<file path="src/hdl/tpu_types_pkg.sv">
// Tile-wide data types
// Memory word and word-address widths shared by the tensor tile

package tpu_types_pkg;

	////////////////////////////////////////////////////////////////////////////
	// Widths

	localparam int WORD_WIDTH    = 32;			// Bits per memory word
	localparam int ADDRESS_WIDTH = 16;			// Bits per word address

	////////////////////////////////////////////////////////////////////////////
	// Types

	// One data memory word
	typedef logic [WORD_WIDTH-1:0]    data_t;

	// Word address, stride or beat count
	// Wider than the memory, so addresses wrap modulo its depth
	typedef logic [ADDRESS_WIDTH-1:0] address_t;

endpackage

</file>
<file path="src/hdl/dmem_pkg.sv">
// Data memory controller definitions
// Burst descriptor carried with each request, and arbiter states

package dmem_pkg;

	////////////////////////////////////////////////////////////////////////////
	// Burst descriptor

	// Beat i goes to base + i * stride, modulo the memory depth
	typedef struct packed {
		tpu_types_pkg::address_t	base;			// First word address
		tpu_types_pkg::address_t	stride;			// Step between beats
		tpu_types_pkg::address_t	length;			// Beats in burst, 0 means 1
	} burst_req_t;

	////////////////////////////////////////////////////////////////////////////
	// Arbiter FSM

	typedef enum logic {
		ARB_IDLE = 1'b0,							// No burst running
		ARB_BUSY = 1'b1								// Grant held until burst end
	} arb_state_t;

endpackage

</file>
<file path="src/hdl/agu.sv">
// Strided address generator
// Walks base + i * stride over the burst beats and flags the last beat

`timescale 1ns/10ps

module agu
	import tpu_types_pkg::*;
	import dmem_pkg::*;
#(
	parameter int DMEM_DEPTH = 256					// Power of two, up to 65536
)(
	input	logic			clock,
	input	logic			reset,
	input	logic			start,				// Load a new descriptor
	input	burst_req_t		desc,
	input	logic			beat,				// Grant and valid both high
	output	address_t		address,			// Valid during beats
	output	logic			end_access			// High on the final beat
);

	localparam address_t ADDR_MASK = address_t'(DMEM_DEPTH - 1);

	address_t		current_address;
	address_t		step;
	address_t		remaining;

	////////////////////////////////////////////////////////////////////////////
	// Outputs

	assign address    = current_address;
	assign end_access = beat & (remaining == address_t'(1));

	////////////////////////////////////////////////////////////////////////////
	// Address walk

	always_ff @(posedge clock) begin
		if (start) begin
			current_address <= desc.base & ADDR_MASK;
			step            <= desc.stride;
		end
		else if (beat) begin
			current_address <= (current_address + step) & ADDR_MASK;	// Wraps at depth
		end
	end

	////////////////////////////////////////////////////////////////////////////
	// Beat counter

	always_ff @(posedge clock) begin
		if (reset) begin
			remaining <= '0;
		end
		else if (start) begin
			// Zero length still makes one beat
			if (desc.length == '0) begin
				remaining <= address_t'(1);
			end
			else begin
				remaining <= desc.length;
			end
		end
		else if (beat && (remaining != '0)) begin
			remaining <= remaining - address_t'(1);
		end
	end

endmodule

</file>
<file path="config.mk">
export PLATFORM = sky130hd
export DESIGN_NAME = agu
export DESIGN_NICKNAME = d
export VERILOG_FILES = /design/src/hdl/tpu_types_pkg.sv /design/src/hdl/dmem_pkg.sv /design/src/hdl/agu.sv
export SDC_FILE = /design/constraint.sdc
export NUM_CORES = 1
export LEC_CHECK = 0
export BUFFER_PORTS_ARGS = -buffer_cell sky130_fd_sc_hd__clkbuf_2
export CORE_ASPECT_RATIO = 0.8
export CORE_MARGIN = 5
export CORE_UTILIZATION = 45
export CTS_BUF_LIST = sky130_fd_sc_hd__clkbuf_4 sky130_fd_sc_hd__clkbuf_8
export CTS_CLUSTER_DIAMETER = 80
export DETAILED_ROUTE_END_ITERATION = 16
export PLACE_DENSITY = 0.76
export SYNTH_ARGS = -nofsm -noshare
export SYNTH_HDL_FRONTEND = slang
export SYNTH_SLANG_ARGS = --single-unit
</file>
<file path="constraint.sdc">
create_clock -name clock -period 2 [get_ports clock]
set_clock_uncertainty 0.1 [all_clocks]
set_input_delay 0.3 -clock clock [delete_from_list [all_inputs] [get_ports clock]]
set_output_delay 0.3 -clock clock [all_outputs]
set_load 0.02 [all_outputs]
</file>
## Yosys cells after proc, flatten, opt, wreduce, memory -nomap -nowiden

Index checks and enable logic that the tools add are counted.

| word-level totals | value |
|---|---|
| logic and storage cells | 17 |
| output and inout port bits | 17 |
| register bits after elaboration | 32 |

| cells by class | value |
|---|---|
| add/subtract/negate cells | 2 |
| equality and inequality tests | 1 |
| multiplexer cells | 5 |
| bitwise operators | 1 |
| reduce and logical (&&, ||, !) cells | 5 |

Operators by type and width:

| operator | number |
|---|---|
| $mux W16 | 3 |
| $eq A16 B1 Y1 const B | 1 |
| $logic_not A16 Y1 | 1 |
| $mux W8 | 2 |
| $reduce_bool A16 Y1 | 1 |
| $sub A16 B1 Y16 const B | 1 |
| $add A8 B8 Y8 | 1 |
| $reduce_bool A2 Y1 | 2 |
| $and A1 B1 Y1 | 1 |
| $logic_and A1 B1 Y1 | 1 |

## Depth between registers and ports, before layout

| logic depth | value |
|---|---|
| depth after elaboration | 4 |
| mapped depth | 8 |
| mapped depth without buffers | 8 |

## Least setup slack after synthesis

OpenSTA, ideal clock, no wires.

| timing path | value |
|---|---|
| path type | register to register |
| start | register remaining[3] |
| end | register remaining[11] |
| setup slack | -0.144 ns |
| arrival time | 1.953 ns |
| path buffers | 0 |
| cell stages (with the launch flop) | 5 |
| path through | dfxtp_1 or4_4 or3_4 or4_1 a311oi_1 |

| between the ends | value |
|---|---|
| cells in the longest elaborated chain, start to end | 3 |
| elaborated cells between the ends (all ways) | 6 |

Ends and longest elaborated chain:

| item | RTL line | text |
|---|---|---|
| start: declaration | agu.sv:25 | `address_t remaining;` |
| start signal: assignment | agu.sv:56 | `remaining <= address_t'(1);` |
| start signal: assignment | agu.sv:59 | `remaining <= desc.length;` |
| start signal: assignment | agu.sv:63 | `remaining <= remaining - address_t'(1);` |
| $sub A16 B1 Y16 / $reduce_bool A16 Y1 (equally long branches) | agu.sv:63, agu.sv:62 |  |
| $mux W16 / $logic_and A1 B1 Y1 (equally long branches) | agu.sv:62 | `else if (beat && (remaining != '0)) begin` |
| $mux W16 / $reduce_bool A2 Y1 (equally long branches) | -- |  |

Several ways; a longest one is shown, not always the timed one. The select of a mux whose other input is x is not followed.
A chain may end at the register's enable or synchronous reset.

## Worst setup path after layout

| timing path | value |
|---|---|
| start | register remaining[6] |
| end | register remaining[11] |

Same word-level chain as after synthesis.

==> impl_metrics.csv <==
group,metric,value,unit
drt,first_pass_iters,6,
critical_path,cp_max_fo,3,
sta,tightest_slew,0.5377,ns
floorplanning,start_util,46.49,%
grt,grt_overflow,0,
grt,grt_pass1_vias,1904,
drt,wl_per_cell,16.69,um
sta,rsz0062_at_grt,"yes",
yosys,syn_inst,214,
final_layout,area_growth_syn_to_layout,39.50,%
yosys,synth_xor_area_share,3.137,%
yosys,synth_area,1954,um2
placed_design,placed_cell_area,2424,um2
final_layout,nNetsFinal,354,
critical_path,slowest_stage,"or4_4",
critical_path,crit_required,2.11,ns
min_path,hold_class,"in2reg",
min_path,worstHoldEndpoint,"step[4]",
critical_path,cp_top_family,"simple AND/OR/NAND/NOR gates",
clock_network,cts-root-buf,"clkbuf_8",
yosys,synth_top_flop_cell,"edfxtp_1",
yosys,muxShareOfSynthArea,1.152,%
yosys,synth_compound_area_share,20.29,%
final_layout,final_common_cell,"clkbuf_2",
floorplanning,rows,21,
power_and_ir_drop,total_power,2327,uW
critical_path,regToRegStartpoint,"remaining[6]",
sta,fin_crit_sh,107.0,%
power_and_ir_drop,leakagePower,0.001143,uW
power_and_ir_drop,peakVddDrop,0.0004107,V
yosys,synth_warnings,0,
yosys,yosys.area_share.adder,6.786,%
floorplanning,die_w,83.68,um
sta,finalCriticalPeriod,2.140,ns
placed_design,place_inst,335,
clock_network,cts_inserted_buffers,5,
grt,antenna_found_initial,0,
sta,final-max-slew-violation-count,0,
yosys,async_flop_share,0,%
final_layout,layout-drive-gt1-share,41.64,%
critical_path,slowest_delay,0.55,ns
sta,setup_violations,3,
floorplanning,core_area,4204,um2
drt,drtIter0Drc,222,
final_layout,diodes,0,
critical_path,cp_common_cell,"or4_4",
run_status,failed_checks,"setup timing",
final_layout,fin_util,64.85,%
critical_path,r2r-end,"remaining[11]",
critical_path,r2r_setup_slack,-0.14,ns
critical_path,reg2reg_depth,4,
sta,maxSlewHeadroom,63.82,%
drt,detail-route-antenna-nets,0,
critical_path,critPathCaptureType,"flip-flop",
critical_path,cp-start-kind,"flip-flop",
clock_network,cts_max_level,2,
clock_network,clock_path_buffers,2,
clock_network,cts_tree,"built",
drt,viasPerCell,5.766,
yosys,synth_top_family_by_area,"simple AND/OR/NAND/NOR gates",
power_and_ir_drop,powerDensity,853.6,nW/um2
grt,grt_pass1_wl,8.845,mm
sta,hold_viol_final,0,
critical_path,cp_data_arrival_time,2.25,ns
yosys,synthDistinctLibCells,50,
clock_network,path_clk_slew,0.07,ns
drt,vias,2018,
yosys,synth-edff-count,16,
drt,drc,0,
min_path,worstHoldStart,"desc[20]",
sta,worst_slack,-0.1398,ns
placed_design,gp_congestion,0.9292,
placed_design,port_buffers,44,
grt,grt.total_usage,19.85,%
placed_design,dp.final_hpwl,4.173,mm
final_layout,final_cells,350,
placed_design,dp_slack,-0.1393,ns
clock_network,clkSinkCount,32,
floorplanning,dieArea,5769,um2
yosys,synth-seq-cells,32,
critical_path,crit_buf_inv,0,
sta,max_freq,0.4673,GHz
critical_path,worstSetupPathType,"reg2reg",
run,drv_cap,0,
critical_path,path_cells,"or4_4, or3_4, or4_4, a311oi_2",
final_layout,layout_common_cells,"43 x clkbuf_2, 35 x buf_4, 16 x edfxtp_1",
floorplanning,boundaryPins,69,
min_path,hold-path-cell-count,1,
clock_network,clock_latency,0.29,ns
yosys,avgSynthCellArea,9.133,um2
yosys,synth-seq-area-share,40.97,%
run_status,status,"finished, violations left",
drt,routed_wirelength,5.843,mm
grt,grt_max_degree,16,
yosys,synthSimpleGateAreaFrac,20.93,%
final_layout,final_area,2726,um2
floorplanning,dieHeight,68.95,um
==> final cells by class <==
class                           count  area, um2
Sequential cell                    32      803.3
Timing Repair Buffer               79      483.0
Tap cell                           57      71.32
Clock buffer                        5      68.82
Inverter                           11      41.29
Clock inverter                      3      42.54
Multi-Input combinational cell    163       1216
Fill cell                         335       1478
==> where the power goes <==
group | internal (uW) | leakage, uW | total [uW] | switching (uW)
clock network | 368 | 0.0000541 | 626 | 258
logic | 401 | 0.000795 | 859 | 458
registers | 782 | 0.000294 | 842 | 60.2
total | 1550 | 0.00114 | 2330 | 776
==> what timing repair did <==
item	CTS	global route
setup endpoints to repair	5	12
pin swaps	1	9
gates cloned	0	0
hold buffers	0	0
resized for setup	7	28
buffers inserted	3	4
==> metrics by stage <==
step	TNS [ns]	hold slack (ns)
after floorplan	-0.07245	0.2989
final	-0.2536	0.07790
after CTS	-0.3112	0.07193
after detailed placement	-0.1813	0.3786
after global routing	-0.5208	0.07786
after global placement	-0.1232	0.3760
==> state kept, by name (all words and copies together), names as in the netlist <==
signal,flops
remaining,16
address,8
step,8
==> metal layers <==
| metal | up-vias | wire length, um | global-route usage (%) |
|---|---|---|---|
| li1 | 951 | - | - |
| met1 | 913 | 2406 | 24.85 |
| met2 | 133 | 2670 | 33.33 |
| met3 | 21 | 624 | 4.751 |
| met4 | 0 | 142 | 8.635 |
| met5 | - | 0 | 0 |
==> how the worst max path moves through the flow <==
| stage | from | slack (ns) | to | cells after the start |
|---|---|---|---|---|
| 2_1_floorplan | remaining[4] | -0.07 | remaining[11] | 4 |
| 3_3_place_gp | remaining[6] | -0.12 | remaining[11] | 4 |
| 3_5_place_dp | remaining[6] | -0.14 | remaining[11] | 4 |
| 4_1_cts | remaining[6] | -0.11 | remaining[11] | 4 |
| 5_1_grt | remaining[6] | -0.17 | remaining[11] | 4 |
| 6_report | remaining[6] | -0.14 | remaining[11] | 4 |
==> kinds of logic (layout without fill, tap and decap cells) <==
kind of cell | count (synthesis) | in the layout
flops | 32 | 32
other cells | 1 | 8
compound gates | 61 | 61
fa+ha+maj | 10 | 10
xor+xnor | 7 | 7
buf+inv | 26 | 98
mux | 2 | 2
simple gates | 75 | 75
==> cell usage after synthesis, types with 3 or more instances <==
| master | count | area (um2) |
|---|---|---|
| a211oi_1 | 6 | 45.04 |
| buf_4 | 8 | 60.06 |
| and3_1 | 3 | 18.77 |
| o21ai_0 | 17 | 85.08 |
| dfxtp_1 | 16 | 320.3 |
| inv_1 | 11 | 41.29 |
| nand2_1 | 13 | 48.80 |
| or4_1 | 3 | 22.52 |
| a21oi_1 | 12 | 60.06 |
| ha_1 | 9 | 112.6 |
| clkbuf_1 | 7 | 26.28 |
| or3_2 | 4 | 30.03 |
| edfxtp_1 | 16 | 480.5 |
| nor2_1 | 15 | 56.30 |
| xnor2_1 | 5 | 43.79 |
| nor3_1 | 14 | 70.07 |
| nand3_1 | 3 | 15.01 |
| o22ai_1 | 3 | 18.77 |
| o311ai_0 | 4 | 35.03 |
| nor4_1 | 5 | 31.28 |
==> worst register-to-register path, cell delays in order (launching register included) <==
cell and delay (ns):
dfxtp_1 0.31, or4_4 0.55, or3_4 0.37, or4_4 0.49, a311oi_2 0.23
No activity file was read; power rests on OpenSTA's default activity.
