### src/hdl/tpu_types_pkg.sv
// Tile-wide data types
// Memory word and word-address widths shared by the tensor tile

package tpu_types_pkg;

	////////////////////////////////////////////////////////////////////////////
	// Widths

	localparam int WORD_WIDTH    = 32;			// Bits per memory word
	localparam int ADDRESS_WIDTH = 16;			// Bits per word address

	////////////////////////////////////////////////////////////////////////////
	// Types

	// One data memory word
	typedef logic [WORD_WIDTH-1:0]    data_t;

	// Word address, stride or beat count
	// Wider than the memory, so addresses wrap modulo its depth
	typedef logic [ADDRESS_WIDTH-1:0] address_t;

endpackage

### src/hdl/dmem_pkg.sv
// Data memory controller definitions
// Burst descriptor carried with each request, and arbiter states

package dmem_pkg;

	////////////////////////////////////////////////////////////////////////////
	// Burst descriptor

	// Beat i goes to base + i * stride, modulo the memory depth
	typedef struct packed {
		tpu_types_pkg::address_t	base;			// First word address
		tpu_types_pkg::address_t	stride;			// Step between beats
		tpu_types_pkg::address_t	length;			// Beats in burst, 0 means 1
	} burst_req_t;

	////////////////////////////////////////////////////////////////////////////
	// Arbiter FSM

	typedef enum logic {
		ARB_IDLE = 1'b0,							// No burst running
		ARB_BUSY = 1'b1								// Grant held until burst end
	} arb_state_t;

endpackage

### src/hdl/request_arbiter.sv
// Burst request arbiter
// Holds one pending burst per client and grants one at a time, round robin

`timescale 1ns/10ps

module request_arbiter
	import dmem_pkg::*;
(
	input	logic			clock,
	input	logic			reset,
	input	logic			req			[2],	// One-cycle request strobe
	input	burst_req_t		req_desc	[2],	// Valid with the strobe
	input	logic			burst_end,			// Last beat of granted burst
	output	logic			grant		[2],	// Held for the whole burst
	output	burst_req_t		active_desc,		// Winner, valid with burst_start
	output	logic			burst_start			// Loads the address generator
);

	arb_state_t		state;
	logic			pending		[2];
	burst_req_t		held_desc	[2];
	logic			last_winner;

	logic			avail		[2];
	burst_req_t		cand_desc	[2];
	logic			winner;

	////////////////////////////////////////////////////////////////////////////
	// Candidate selection

	// A strobe in this cycle counts as pending already
	always_comb begin
		for (int i = 0; i < 2; i++) begin
			avail[i]     = pending[i] | req[i];
			cand_desc[i] = req[i] ? req_desc[i] : held_desc[i];
		end
	end

	assign winner      = (avail[0] & avail[1]) ? ~last_winner : avail[1];	// Round robin
	assign burst_start = (state == ARB_IDLE) & (avail[0] | avail[1]);
	assign active_desc = cand_desc[winner];

	////////////////////////////////////////////////////////////////////////////
	// Descriptor store

	always_ff @(posedge clock) begin
		for (int i = 0; i < 2; i++) begin
			if (req[i]) begin
				held_desc[i] <= req_desc[i];
			end
		end
	end

	////////////////////////////////////////////////////////////////////////////
	// Grant FSM

	always_ff @(posedge clock) begin
		if (reset) begin
			state       <= ARB_IDLE;
			last_winner <= 1'b1;					// Client 0 wins the first tie
			pending[0]  <= 1'b0;
			pending[1]  <= 1'b0;
			grant[0]    <= 1'b0;
			grant[1]    <= 1'b0;
		end
		else begin
			for (int i = 0; i < 2; i++) begin
				pending[i] <= avail[i] & ~(burst_start & (winner == 1'(i)));
			end

			case (state)
				ARB_IDLE: begin
					if (burst_start) begin
						state       <= ARB_BUSY;
						last_winner <= winner;
						grant[0]    <= ~winner;
						grant[1]    <= winner;
					end
				end
				ARB_BUSY: begin
					if (burst_end) begin
						state    <= ARB_IDLE;			// Next grant one cycle later
						grant[0] <= 1'b0;
						grant[1] <= 1'b0;
					end
				end
				default: begin
					state <= ARB_IDLE;
				end
			endcase
		end
	end

endmodule

### config.mk
export PLATFORM = sky130hd
export DESIGN_NAME = request_arbiter
export DESIGN_NICKNAME = d
export VERILOG_FILES = /design/src/hdl/tpu_types_pkg.sv /design/src/hdl/dmem_pkg.sv /design/src/hdl/request_arbiter.sv
export SDC_FILE = /design/constraint.sdc
export NUM_CORES = 1
export LEC_CHECK = 0
export BUFFER_PORTS_ARGS = -buffer_cell sky130_fd_sc_hd__buf_4
export CAP_MARGIN = 20
export CORE_MARGIN = 8
export CORE_UTILIZATION = 45
export CTS_CLUSTER_SIZE = 30
export DETAILED_ROUTE_END_ITERATION = 6
export GPL_ROUTABILITY_DRIVEN = 0
export MAX_ROUTING_LAYER = met4
export PLACE_DENSITY = 0.75
export SETUP_SLACK_MARGIN = 0.2
export SLEW_MARGIN = 0
export SYNTH_ARGS = -nofsm -noshare
export SYNTH_HDL_FRONTEND = slang
export SYNTH_SLANG_ARGS = --single-unit
### constraint.sdc
create_clock -name clock -period 2.5 [get_ports clock]
set_input_delay 0.125 -clock clock [delete_from_list [all_inputs] [get_ports clock]]
set_output_delay 0.125 -clock clock [all_outputs]
set_load 0.01 [all_outputs]
# Word level (Yosys, flattened, before mapping)
# Memory sizes are Yosys's and may differ from the RTL's.
# Cells that the tools add are included.
[totals] elab_cells=49 in_bits=101 mem_bits_ro=0 ram_bits=98 memories=2 regBits=4 latch_bits=0
[mem_list] name="held_desc" words=2 width=48 rd=2 rd_ports_with_merged_regs=0 wr=2 line_no="request_arbiter.sv:21" rtl="burst_req_t held_desc [2];"
[mem_list] name="pending" words=2 width=1 rd=2 rd_ports_with_merged_regs=0 wr=2 line_no="request_arbiter.sv:20" rtl="logic pending [2];"
[classes] n_reduce_logical=2 bitwise_logic=17 div_mod_pow=0 eq_ne=2 n_lt_le_gt_ge=1 n_mux=21 n_shift=0 n_addsub=0 n_mul=0
[op_table] cell="48-bit 2-to-1 mux" n=5
[op_table] cell="1-bit 2-to-1 mux" n=12
[op_table] cell="1-bit AND" n=6
[op_table] cell="1-bit inverter" n=5
[op_table] cell="1-bit OR" n=5
[op_table] cell="2-bit 2-to-1 mux" n=2
[op_table] cell="2-bit inequality test (second input constant)" n=2
[op_table] cell="2-bit one-hot mux with 2 select lines" n=1
[op_table] cell="2-bit AND reduction" n=2
[op_table] cell="2-bit greater-or-equal comparator (second input constant)" n=1
[op_table] cell="1-bit inverter with 2-bit output" n=1
[op_table] cell="1-bit one-hot mux with 2 select lines" n=1

# Depth between registers and ports, before layout
# Gate-level depths: netlist of the first run.
[logic_depth] depth_word=8 mapped_depth=5 mapped_depth_nobuf=3

# Least setup slack after synthesis of the first run
# OpenSTA, ideal clock, no wires.
[synth_path] path_kind="in2out" from="input port req[0] (netlist name)" to="output port active_desc[0] (netlist name)" path_slack_ns=1.234 arrival_time_ns=1.141 stages=5 required_ns=2.375 n_path_buf=3 path_cell_list="buf_2 > buf_6 > o21ai_4 > buf_6 > mux2_2"
[synth_rtl] item="start: declaration" line_no="request_arbiter.sv:11" rtl="input logic req [2],"
[synth_rtl] item="end: declaration" line_no="request_arbiter.sv:15" rtl="output burst_req_t active_desc,"

==> impl_metrics.env, run 1 <==
export IMPL_synthesis_nets=383
export IMPL_cts_root_buf="clkbuf_8"
export IMPL_post_cts_resized=0
export IMPL_critical_path_required_ns=2.38
export IMPL_rr_endpoint="grant[0]$_SDFFE_PP0P_"
export IMPL_die_h_um=110
export IMPL_fp_coreArea_sq_um=8590
export IMPL_vias=2875
export IMPL_path_max_fanout=14
export IMPL_ys_warn_count=0
export IMPL_crit_type="register to output pin"
export IMPL_cts_tree="done"
export IMPL_fin_worst_skew_ns=0.00133
export IMPL_gr_total_overflow=0
export IMPL_fmax_mhz=496
export IMPL_synth_yosys_seq_area_share_pct=51.8
export IMPL_die_area_sq_um=12000
export IMPL_wirelength_um=10100
export IMPL_multiInputGateArea_sq_um=1730
export IMPL_io_buffer_count=151
export IMPL_cp_start_kind="register"
export IMPL_worstPathCellList="o21ai_4 -> buf_4 -> mux2_2 -> buf_4"
export IMPL_grtUsageTotal_pct=16.9
export IMPL_wl_met1_um=4080
export IMPL_grt_antenna_before_repair=0
export IMPL_cpPeakStageDelay_ns=0.37
export IMPL_clock_sinks=102
export IMPL_slew_viol_final=0
export IMPL_status="finished clean"
export IMPL_finalInstanceArea_sq_um=5790
export IMPL_relSlewSlack_pct=69.7
export IMPL_syn_inst=282
export IMPL_synth_cell_type_count=18
export IMPL_wl_met3_um=637
export IMPL_cap_violations=0
export IMPL_rr_worst_depth=4
export IMPL_syn_avg_cell_area_sq_um=14.0
export IMPL_min_to="held_desc[0][80]$_DFF_P_"
export IMPL_initial_utilization_pct=45.9
export IMPL_area_growth_pct=46.9
export IMPL_synth_xor_area_share_pct=0
export IMPL_period_share_pct=80.6
export IMPL_placed_area_sq_um=5100
export IMPL_hpwl_um=7060
export IMPL_worst_path_most_repeated_cell="buf_4"
export IMPL_rsz0062_at_grt="false"
export IMPL_min_period_ns=2.02
export IMPL_drt_iter0_markers=67
export IMPL_seqCellArea_sq_um=2040
export IMPL_leakagePower_uw=0.00254
export IMPL_stdcell_count=595
export IMPL_ant_nets=0
export IMPL_cts_buffers=9
export IMPL_path_clk_slew_ns=0.10
export IMPL_clock_path_buffers=2
export IMPL_final_hold_violation_count=0
export IMPL_grt_pass1_wl_um=15400
export IMPL_drive_above_1_share_pct=65.1
export IMPL_dieWidth_um=110
export IMPL_worstReg2RegStart="pending[0][0]$_SDFF_PP0_"
export IMPL_top_layer_used="met4"
export IMPL_r2r_slack_ns=1.18
export IMPL_final_common_cell="buf_4"
export IMPL_hold_depth=2
export IMPL_synth_top_family_by_area="multiplexers"
export IMPL_ys_ff_latch=102
export IMPL_setup_viol=0
export IMPL_first_pass_iters=4
export IMPL_vias_per_cell=4.83
export IMPL_slowest_stage="mux2_2"
export IMPL_drc=0
export IMPL_layout_common_cells="buf_4 (155), mux2_2 (144), dfxtp_1 (102)"
export IMPL_io_pins=152
export IMPL_hold_start="req_desc[32]"
export IMPL_syn_area_sq_um=3940
export IMPL_wl_met2_um=5250
export IMPL_avgRoutedWirePerCell_um=17.0
export IMPL_synth_mux_area_share_pct=41.2
export IMPL_dp_cells=529
export IMPL_htreeDepth=3
export IMPL_min_path_type="input port to register"
export IMPL_critical_path_arrival_ns=1.89
export IMPL_synth_adder_area_share_pct=0
export IMPL_fillers=645
export IMPL_worst_slew_pin_slew_ns=0.454
export IMPL_worst_skew_pair_late_latency_ns=0.35
export IMPL_postCtsSetupRepairBufs=0
export IMPL_setup_tns_ns=0
export IMPL_cp_end_kind="output pin"
export IMPL_postCtsHoldBufs=23
export IMPL_rows=34
export IMPL_nNetsFinal=583
export IMPL_synth_simple_gate_area_share_pct=0.826
export IMPL_power_density_nw_per_um2=651
export IMPL_power_total_uw=3770
export IMPL_grt_pass1_vias=3102
export IMPL_synth_compound_area_share_pct=1.94
export IMPL_grt_start_max_net_pins=35
export IMPL_ir_worst_vdd_mv=0.361
export IMPL_n_antenna_cell=0
## cell usage after synthesis
master | n | share of area, %
a211oi_1 | 1 | 0.19
a21oi_1 | 1 | 0.13
a31oi_1 | 1 | 0.16
buf_2 | 5 | 0.64
buf_4 | 1 | 0.19
buf_6 | 11 | 3.1
dfxtp_1 | 102 | 52
inv_1 | 3 | 0.29
mux2_2 | 144 | 41
nand2_1 | 2 | 0.19
nand3_1 | 2 | 0.25
nor2_1 | 2 | 0.19
nor3b_1 | 1 | 0.19
o21ai_2 | 1 | 0.22
o21ai_4 | 1 | 0.41
o221ai_1 | 2 | 0.44
o22ai_1 | 1 | 0.16
o32ai_1 | 1 | 0.22
## per-layer routing
metal | track usage, % | vias to the layer above
met1 | 18.5 | 1365
met5 | - | -
li1 | - | 1405
met2 | 29.4 | 92
met3 | 4.34 | 13
met4 | 5.50 | 0
## power breakdown
part	total (uW)	switching, uW	internal [uW]
Clock	974	532	442
Combinational	955	366	589
Sequential	1840	43.8	1790
## registers in the layout, summed over array words and instances, names as in the netlist
signal and cells:
grant 2, held_desc 96, last_winner 1, pending 2, state 1
## worst max-delay path: cells and delay by family (launching register included)
| family | cells | cell delay (ns) |
|---|---|---|
| buf+inv | 2 | 0.46 |
| compound gates | 1 | 0.36 |
| mux | 1 | 0.37 |
| flops | 1 | 0.35 |
## kinds of logic (layout without fill, tap and decap cells)
family / count (synthesis) / in the layout
simple gates: 7 / 7
flops: 102 / 102
mux: 144 / 144
buf+inv: 20 / 225
compound gates: 9 / 9
## worst max-delay path by stage
stage                                        start              end  slack [ns]  depth (start not counted)
after CTS                 pending[0][1]$_SDFF_PP0_  active_desc[11]        0.45                          4
after floorplan                             req[0]   active_desc[0]        1.23                          5
after global routing      pending[0][1]$_SDFF_PP0_  active_desc[20]        0.37                          4
after global placement                      req[0]  active_desc[43]        0.71                          5
after detailed placement                    req[1]   active_desc[6]        0.69                          5
final                     pending[0][1]$_SDFF_PP0_  active_desc[11]        0.48                          4
## cell type report
type	count	share of cell area (%)
tap	108	2.33
multi-input combinational	160	29.9
clock buffer	13	2.92
sequential	102	35.3
clock inverter	3	0.303
inverter	3	0.195
timing repair buffer	206	29.1
## through the flow
step / setup slack (ns) / utilization, % / hold slack, ns
2_1_floorplan: 1.23 / - / 0.198
3_3_place_gp: 0.709 / 59.4 / 0.331
3_5_place_dp: 0.694 / 59.4 / 0.331
4_1_cts: 0.453 / 64.2 / 0.0000401
5_1_grt: 0.372 / 67.4 / -0.000768
6_report: 0.484 / 67.4 / 0.0127
Power figures use the tool's default switching activity.
==> run 2, diff against run 1 <==
==> constraint.sdc (replaced) <==
create_clock -name clock -period 1.9 [get_ports clock]
set_input_delay 0.095 -clock clock [delete_from_list [all_inputs] [get_ports clock]]
set_output_delay 0.095 -clock clock [all_outputs]
set_load 0.01 [all_outputs]
==> run 2 against run 1 <==
Combinational power increased by 62%. Power increased by 42%. Die area unchanged. Final cell count increased by 9.1%. First-iteration DRC count increased by 70%. Clock power increased by 41%. Global-route usage increased by 3.1 points. Utilization increased by 9.1 points. Setup slack got worse by 0.36 ns. Non-clock buffer count increased by 55. Critical path type unchanged. Clock skew increased by 0.0068 ns. Register-to-register slack got worse by 0.50 ns.
==> impl_metrics.env, run 2 (synthesis results as in run 1) <==
export IMPL_final_common_cell="buf_4"
export IMPL_fin_worst_skew_ns=0.00810
export IMPL_grt_pass1_wl_um=18000
export IMPL_relSlewSlack_pct=77.7
export IMPL_p_comb_share_pct=29.0
export IMPL_fp_coreArea_sq_um=8590
export IMPL_cp_start_kind="register"
export IMPL_die_area_sq_um=12000
export IMPL_nNetsFinal=638
export IMPL_path_clk_slew_ns=0.09
export IMPL_place_ws_ns=0.378
export IMPL_reg_top3="held_desc: 96 flops, grant: 2 flops, pending: 2 flops"
export IMPL_initial_utilization_pct=45.9
export IMPL_vias_per_cell=4.79
export IMPL_worst_slew_pin_slew_ns=0.335
export IMPL_fmax_mhz=562
export IMPL_grt_start_max_net_pins=48
export IMPL_rr_endpoint="grant[0]$_SDFFE_PP0P_"
export IMPL_critical_path_arrival_ns=1.69
export IMPL_grt_antenna_before_repair=0
export IMPL_io_pins=152
export IMPL_wl_met2_um=6390
export IMPL_worstSetupStartpoint="pending[0][0]$_SDFF_PP0_"
export IMPL_worst_skew_pair_late_latency_ns=0.36
export IMPL_period_share_pct=93.7
export IMPL_hold_start="req_desc[21]"
export IMPL_worstPathCellList="o21ai_4 -> o21ai_4 -> buf_6 -> buf_12 -> mux2_4 -> buf_6"
export IMPL_worstReg2RegStart="pending[0][0]$_SDFF_PP0_"
export IMPL_drive_above_1_share_pct=60.6
export IMPL_gr_total_overflow=0
export IMPL_wl_met3_um=556
export IMPL_ir_worst_vdd_mv=0.461
export IMPL_crit_family="buffers and inverters"
export IMPL_cpPeakStageDelay_ns=0.35
export IMPL_min_path_type="input port to register"
export IMPL_min_to="held_desc[0][69]$_DFF_P_"
export IMPL_worst_slack_ns=0.120
export IMPL_fin_hold_ws_ns=0.0165
export IMPL_ant_nets=0
export IMPL_cts_root_buf="clkbuf_8"
export IMPL_crit_type="register to output pin"
export IMPL_setup_tns_ns=0
export IMPL_path_max_fanout=8
export IMPL_seq_power_share_pct=45.4
export IMPL_rsz0062_at_grt="true"
export IMPL_dieWidth_um=110
export IMPL_regMostFlops="held_desc"
export IMPL_clock_path_buffers=2
export IMPL_htreeDepth=3
export IMPL_fillers=509
export IMPL_hpwl_um=6950
export IMPL_swShare_pct=25.3
export IMPL_final_hold_violation_count=0
export IMPL_vias=3111
export IMPL_clock_sinks=102
export IMPL_setup_viol=0
export IMPL_min_period_ns=1.78
export IMPL_slowest_stage="dfxtp_2"
export IMPL_cp_end_kind="output pin"
export IMPL_area_growth_pct=66.7
export IMPL_top_layer_used="met4"
export IMPL_slew_viol_final=0
export IMPL_cp_buffers_inverters=3
export IMPL_rows=34
export IMPL_grtUsageTotal_pct=20.0
export IMPL_finalInstanceArea_sq_um=6570
export IMPL_cts_tree="done"
export IMPL_leakagePower_uw=0.00291
export IMPL_drc=0
export IMPL_cts_buffers=9
export IMPL_io_buffer_count=151
export IMPL_avgRoutedWirePerCell_um=18.0
export IMPL_p_int_uw=3990
export IMPL_hold_depth=2
export IMPL_r2r_slack_ns=0.68
export IMPL_placed_area_sq_um=5150
export IMPL_rr_worst_depth=5
export IMPL_largest_reg_flops=96
export IMPL_power_density_nw_per_um2=813
export IMPL_wirelength_um=11700
export IMPL_drt_iter0_markers=114
export IMPL_grt_pass1_vias=3590
export IMPL_first_pass_iters=4
export IMPL_wl_met1_um=4460
export IMPL_layout_common_cells="buf_4 (140), mux2_2 (129), dfxtp_1 (99)"
export IMPL_critical_path_required_ns=1.80
export IMPL_n_antenna_cell=0
export IMPL_status="finished clean"
export IMPL_die_h_um=110
export IMPL_clkPwrFrac_pct=25.7
export IMPL_cap_violations=0
export IMPL_switching_power_uw=1350
-- run 2: cell count changes in the layout (fill, tap and decap cells not counted), sizes merged --
cell         delta
dlygate4sd3    +46
buf             +9
clkbuf          -2
bufinv          +1
clkinv          -1
inv             +1
-- run 2: per-layer routing --
metal / track usage [%] / vias to the layer above
li1: - / 1513
met1: 19.9 / 1484
met2: 37.9 / 99
met3: 3.28 / 15
met4: 7.62 / 0
met5: - / -
-- run 2: worst max path at each step --
| stage | to | slack [ns] | cells past startpoint |
|---|---|---|---|
| 4_1_cts | active_desc[14] | 0.11 | 6 |
| 2_1_floorplan | active_desc[0] | 0.69 | 5 |
| 3_5_place_dp | active_desc[3] | 0.38 | 6 |
| 6_report | active_desc[14] | 0.12 | 6 |
| 5_1_grt | active_desc[38] | 0.06 | 6 |
| 3_3_place_gp | active_desc[43] | 0.42 | 6 |
-- run 2: metrics by stage --
stage | utilization (%) | power (uW) | instances
final | 76.4 | 5340 | 649
after global routing | 76.4 | 5570 | 649
after CTS | 76.4 | 5350 | 649
after detailed placement | 59.9 | 3660 | 530
after global placement | 59.9 | 3630 | 530
after floorplan | - | 3130 | 282
-- run 2: area by class of cell --
cell class              instances  area [sq um]  area share [%]
repair buffers                261          2390            36.3
flip-flops and latches        102          2050            31.1
multi-input cells             160          1790            27.3
clock buffers                  11           141            2.15
well taps                     108           135            2.06
clock inverters                 4          55.1           0.838
inverters                       3          11.3           0.171
-- run 2: timing repair --
action	4_1_cts	5_1_grt
cloned	3	0
pin swaps	2	1
resized for setup	42	0
setup buffers	5	0
hold buffers	96	0
hold endpoints to repair	99	0
setup endpoints to repair	48	48
-- run 2: power groups by stage --
| stage | sequential (uW) | combinational (uW) | clock (uW) |
|---|---|---|---|
| after floorplan | 2450 | 679 | 0 |
| after global placement | 2460 | 1170 | 0 |
| after detailed placement | 2470 | 1190 | 0 |
| after CTS | 2420 | 1530 | 1400 |
| after global routing | 2450 | 1640 | 1480 |
| final | 2420 | 1550 | 1370 |
==> run 3, diff against run 2 <==
--- a/config.mk
+++ b/config.mk
@@ -5,15 +5,16 @@
 export SDC_FILE = /design/constraint.sdc
 export NUM_CORES = 1
 export LEC_CHECK = 0
+export ABC_AREA = 1
 export BUFFER_PORTS_ARGS = -buffer_cell sky130_fd_sc_hd__buf_4
 export CAP_MARGIN = 20
 export CORE_MARGIN = 8
 export CORE_UTILIZATION = 45
 export CTS_CLUSTER_SIZE = 30
 export DETAILED_ROUTE_END_ITERATION = 6
-export GPL_ROUTABILITY_DRIVEN = 0
+export GPL_ROUTABILITY_DRIVEN = 1
 export MAX_ROUTING_LAYER = met4
-export PLACE_DENSITY = 0.75
+export PLACE_DENSITY = 0.76
 export SETUP_SLACK_MARGIN = 0.2
 export SLEW_MARGIN = 0
 export SYNTH_ARGS = -nofsm -noshare
==> run 3 against run 2 <==
Power shrank 5.6%. Synthesized area grew 0.13%. Clock power decreased by 9%. Largest power group unchanged. Highest routed layer unchanged. Setup slack gained 0.17 ns.
==> impl_metrics.env, run 3 <==
export IMPL_reg_top3="held_desc: 96 flops, grant: 2 flops, pending: 2 flops"
export IMPL_wirelength_um=13800
export IMPL_min_period_ns=1.62
export IMPL_fin_util_pct=74.7
export IMPL_grt_start_max_net_pins=50
export IMPL_r2r_slack_ns=0.69
export IMPL_min_path_type="input port to register"
export IMPL_synth_cell_type_count=13
export IMPL_clkPwrFrac_pct=24.6
export IMPL_synth_commonest_cells="nand2_1 (442), dfxtp_1 (102), buf_2 (17)"
export IMPL_htreeDepth=3
export IMPL_io_buffer_count=151
export IMPL_cts_root_buf="clkbuf_8"
export IMPL_fp_coreArea_sq_um=8590
export IMPL_fillers=641
export IMPL_stdcell_count=948
export IMPL_worst_skew_pair_late_latency_ns=0.36
export IMPL_die_h_um=110
export IMPL_final_hold_violation_count=0
export IMPL_cp_end_kind="output pin"
export IMPL_seq_power_share_pct=47.5
export IMPL_swShare_pct=29.5
export IMPL_synth_largest_area_cell="dfxtp_1"
export IMPL_fmax_mhz=619
export IMPL_synthesis_nets=695
export IMPL_p_comb_share_pct=27.9
export IMPL_clock_sinks=102
export IMPL_regMostFlops="held_desc"
export IMPL_status="finished clean"
export IMPL_worstReg2RegStart="pending[0][0]$_SDFF_PP0_"
export IMPL_grt_pass1_wl_um=21000
export IMPL_syn_inst=594
export IMPL_postCtsSetupRepairBufs=0
export IMPL_slew_viol_final=0
export IMPL_avgRoutedWirePerCell_um=14.5
export IMPL_yosysMostFrequentCell="nand2_1"
export IMPL_setup_tns_ns=0
export IMPL_synth_top_area_share_pct=51.8
export IMPL_rr_endpoint="pending[0][1]$_SDFF_PP0_"
export IMPL_path_max_fanout=11
export IMPL_power_density_nw_per_um2=786
export IMPL_vias_per_cell=4.71
export IMPL_vias=4462
export IMPL_gr_total_overflow=0
export IMPL_routabilityCongestion=0.824
export IMPL_dp_cells=832
export IMPL_worst_slew_pin_slew_ns=0.332
export IMPL_critical_path_arrival_ns=1.52
export IMPL_rsz0062_at_grt="false"
export IMPL_grt_pass1_vias=4541
export IMPL_dieWidth_um=110
export IMPL_cpPeakStageDelay_ns=0.33
export IMPL_rows=34
export IMPL_drt_iter0_markers=214
export IMPL_drc=0
export IMPL_area_growth_pct=62.6
export IMPL_min_to="grant[0]$_SDFFE_PP0P_"
export IMPL_relSlewSlack_pct=77.9
export IMPL_async_flop_share_pct=0
export IMPL_cts_tree="done"
export IMPL_grt_antenna_before_repair=1
export IMPL_hold_start="burst_end"
export IMPL_setup_viol=0
export IMPL_rr_worst_depth=7
export IMPL_switching_power_uw=1490
export IMPL_leakagePower_uw=0.00351
export IMPL_period_share_pct=85.0
export IMPL_cts_buffers=9
export IMPL_crit_type="register to output pin"
export IMPL_ir_worst_vdd_mv=0.441
export IMPL_path_clk_slew_ns=0.10
export IMPL_syn_avg_cell_area_sq_um=6.64
export IMPL_die_area_sq_um=12000
export IMPL_clock_path_buffers=2
export IMPL_cap_violations=0
export IMPL_synth_yosys_seq_area_share_pct=51.8
export IMPL_synth_area_top_cells="dfxtp_1 (52%), nand2_1 (42%), buf_2 (2.2%)"
export IMPL_worst_path_most_repeated_cell="nand2_1"
export IMPL_syn_area_sq_um=3950
export IMPL_cp_start_kind="register"
export IMPL_fin_worst_skew_ns=0.00983
export IMPL_ant_nets=0
export IMPL_p_int_uw=3560
export IMPL_synth_main_ff_cell="dfxtp_1"
export IMPL_drive_above_1_share_pct=21.8
export IMPL_io_pins=152
export IMPL_finalInstanceArea_sq_um=6410
export IMPL_slowest_stage="dfxtp_1"
export IMPL_nNetsFinal=936
export IMPL_largest_reg_flops=96
export IMPL_synth_edf_count=0
export IMPL_hold_depth=4
export IMPL_worstPathCellList="inv_1 -> nand2_2 -> nand2_1 -> nand2_4 -> buf_12 -> nand2_1 -> nand2_1 -> buf_4"
export IMPL_ys_warn_count=0
export IMPL_first_pass_iters=4
export IMPL_initial_utilization_pct=45.9
export IMPL_critical_path_required_ns=1.80
export IMPL_hpwl_um=8130
export IMPL_layout_common_cells="nand2_1 (440), buf_4 (157), dfxtp_1 (102)"
export IMPL_grtUsageTotal_pct=22.7
export IMPL_final_common_cell="nand2_1"
export IMPL_ys_ff_latch=102
export IMPL_placed_area_sq_um=5150
[run 3: cell types whose count changed in the layout (fill, tap and decap cells not counted), sizes merged, moves of 3 or more]
cell / change
buf: -5
nand2: +440
clkbuf: +3
a21oi: +3
inv: +5
mux2: -144
[run 3: power groups by stage]
stage          combinational (uW)  sequential [uW]  clock [uW]
3_5_place_dp                 1150             2440           0
2_1_floorplan                 587             2430           0
4_1_cts                      1310             2400        1260
3_3_place_gp                 1130             2440           0
5_1_grt                      1540             2410        1350
6_report                     1410             2400        1240
[run 3: per-layer routing]
metal  GRT usage [%]  vias to the layer above  wire, um
met5               -                        -         0
met4            9.35                        0       318
met3            4.51                       30       984
met2            38.5                      186      6750
met1            25.5                     1988      5720
li1                -                     2258         -
[run 3: worst max-delay path: cells and delay by family (launching register included)]
family | cells | cell delay (ns)
simple gates | 5 | 0.52
flops | 1 | 0.33
buf+inv | 3 | 0.33
[run 3: logic make-up after synthesis]
logic type | share of synthesized area, %
and+or+nand+nor | 42.9
DFF | 51.8
AOI/OAI and AO/OA | 0.793
buffers and inverters | 4.54
[run 3: how the worst max path moves through the flow]
stage	from	to	slack, ns	cells past startpoint
finish	pending[0][0]$_SDFF_PP0_	active_desc[3]	0.28	8
global route	pending[0][0]$_SDFF_PP0_	active_desc[7]	0.20	8
CTS	pending[0][1]$_SDFF_PP0_	active_desc[7]	0.20	7
detailed placement	req[1]	active_desc[11]	0.47	9
global placement	req[1]	active_desc[11]	0.50	9
floorplan	pending[0][1]$_SDFF_PP0_	active_desc[37]	0.78	7
[run 3: area by class of cell]
| type | instances | area (sq um) | share of cell area (%) |
|---|---|---|---|
| repair buffers | 260 | 2280 | 35.6 |
| flip-flops and latches | 102 | 2040 | 31.8 |
| multi-input cells | 454 | 1750 | 27.2 |
| clock buffers | 11 | 141 | 2.20 |
| well taps | 108 | 135 | 2.11 |
| clock inverters | 4 | 32.5 | 0.507 |
| inverters | 8 | 30.0 | 0.468 |
| diodes | 1 | 2.50 | 0.0390 |
[run 3: repair_timing]
action,in CTS,in global routing
hold endpoints to repair,98,0
gates resized for setup,1,8
endpoints found under the setup margin,28,48
hold buffers,97,0
cloned,0,3
pin swaps,0,1
[run 3: per-stage QoR]
step                total power, uW  setup slack, ns  hold WS [ns]
finish                         5040            0.285        0.0911
global route                   5300            0.195        0.0836
CTS                            4970            0.198        0.0457
detailed placement             3590            0.470         0.273
global placement               3570            0.503         0.270
floorplan                      3020            0.783         0.164
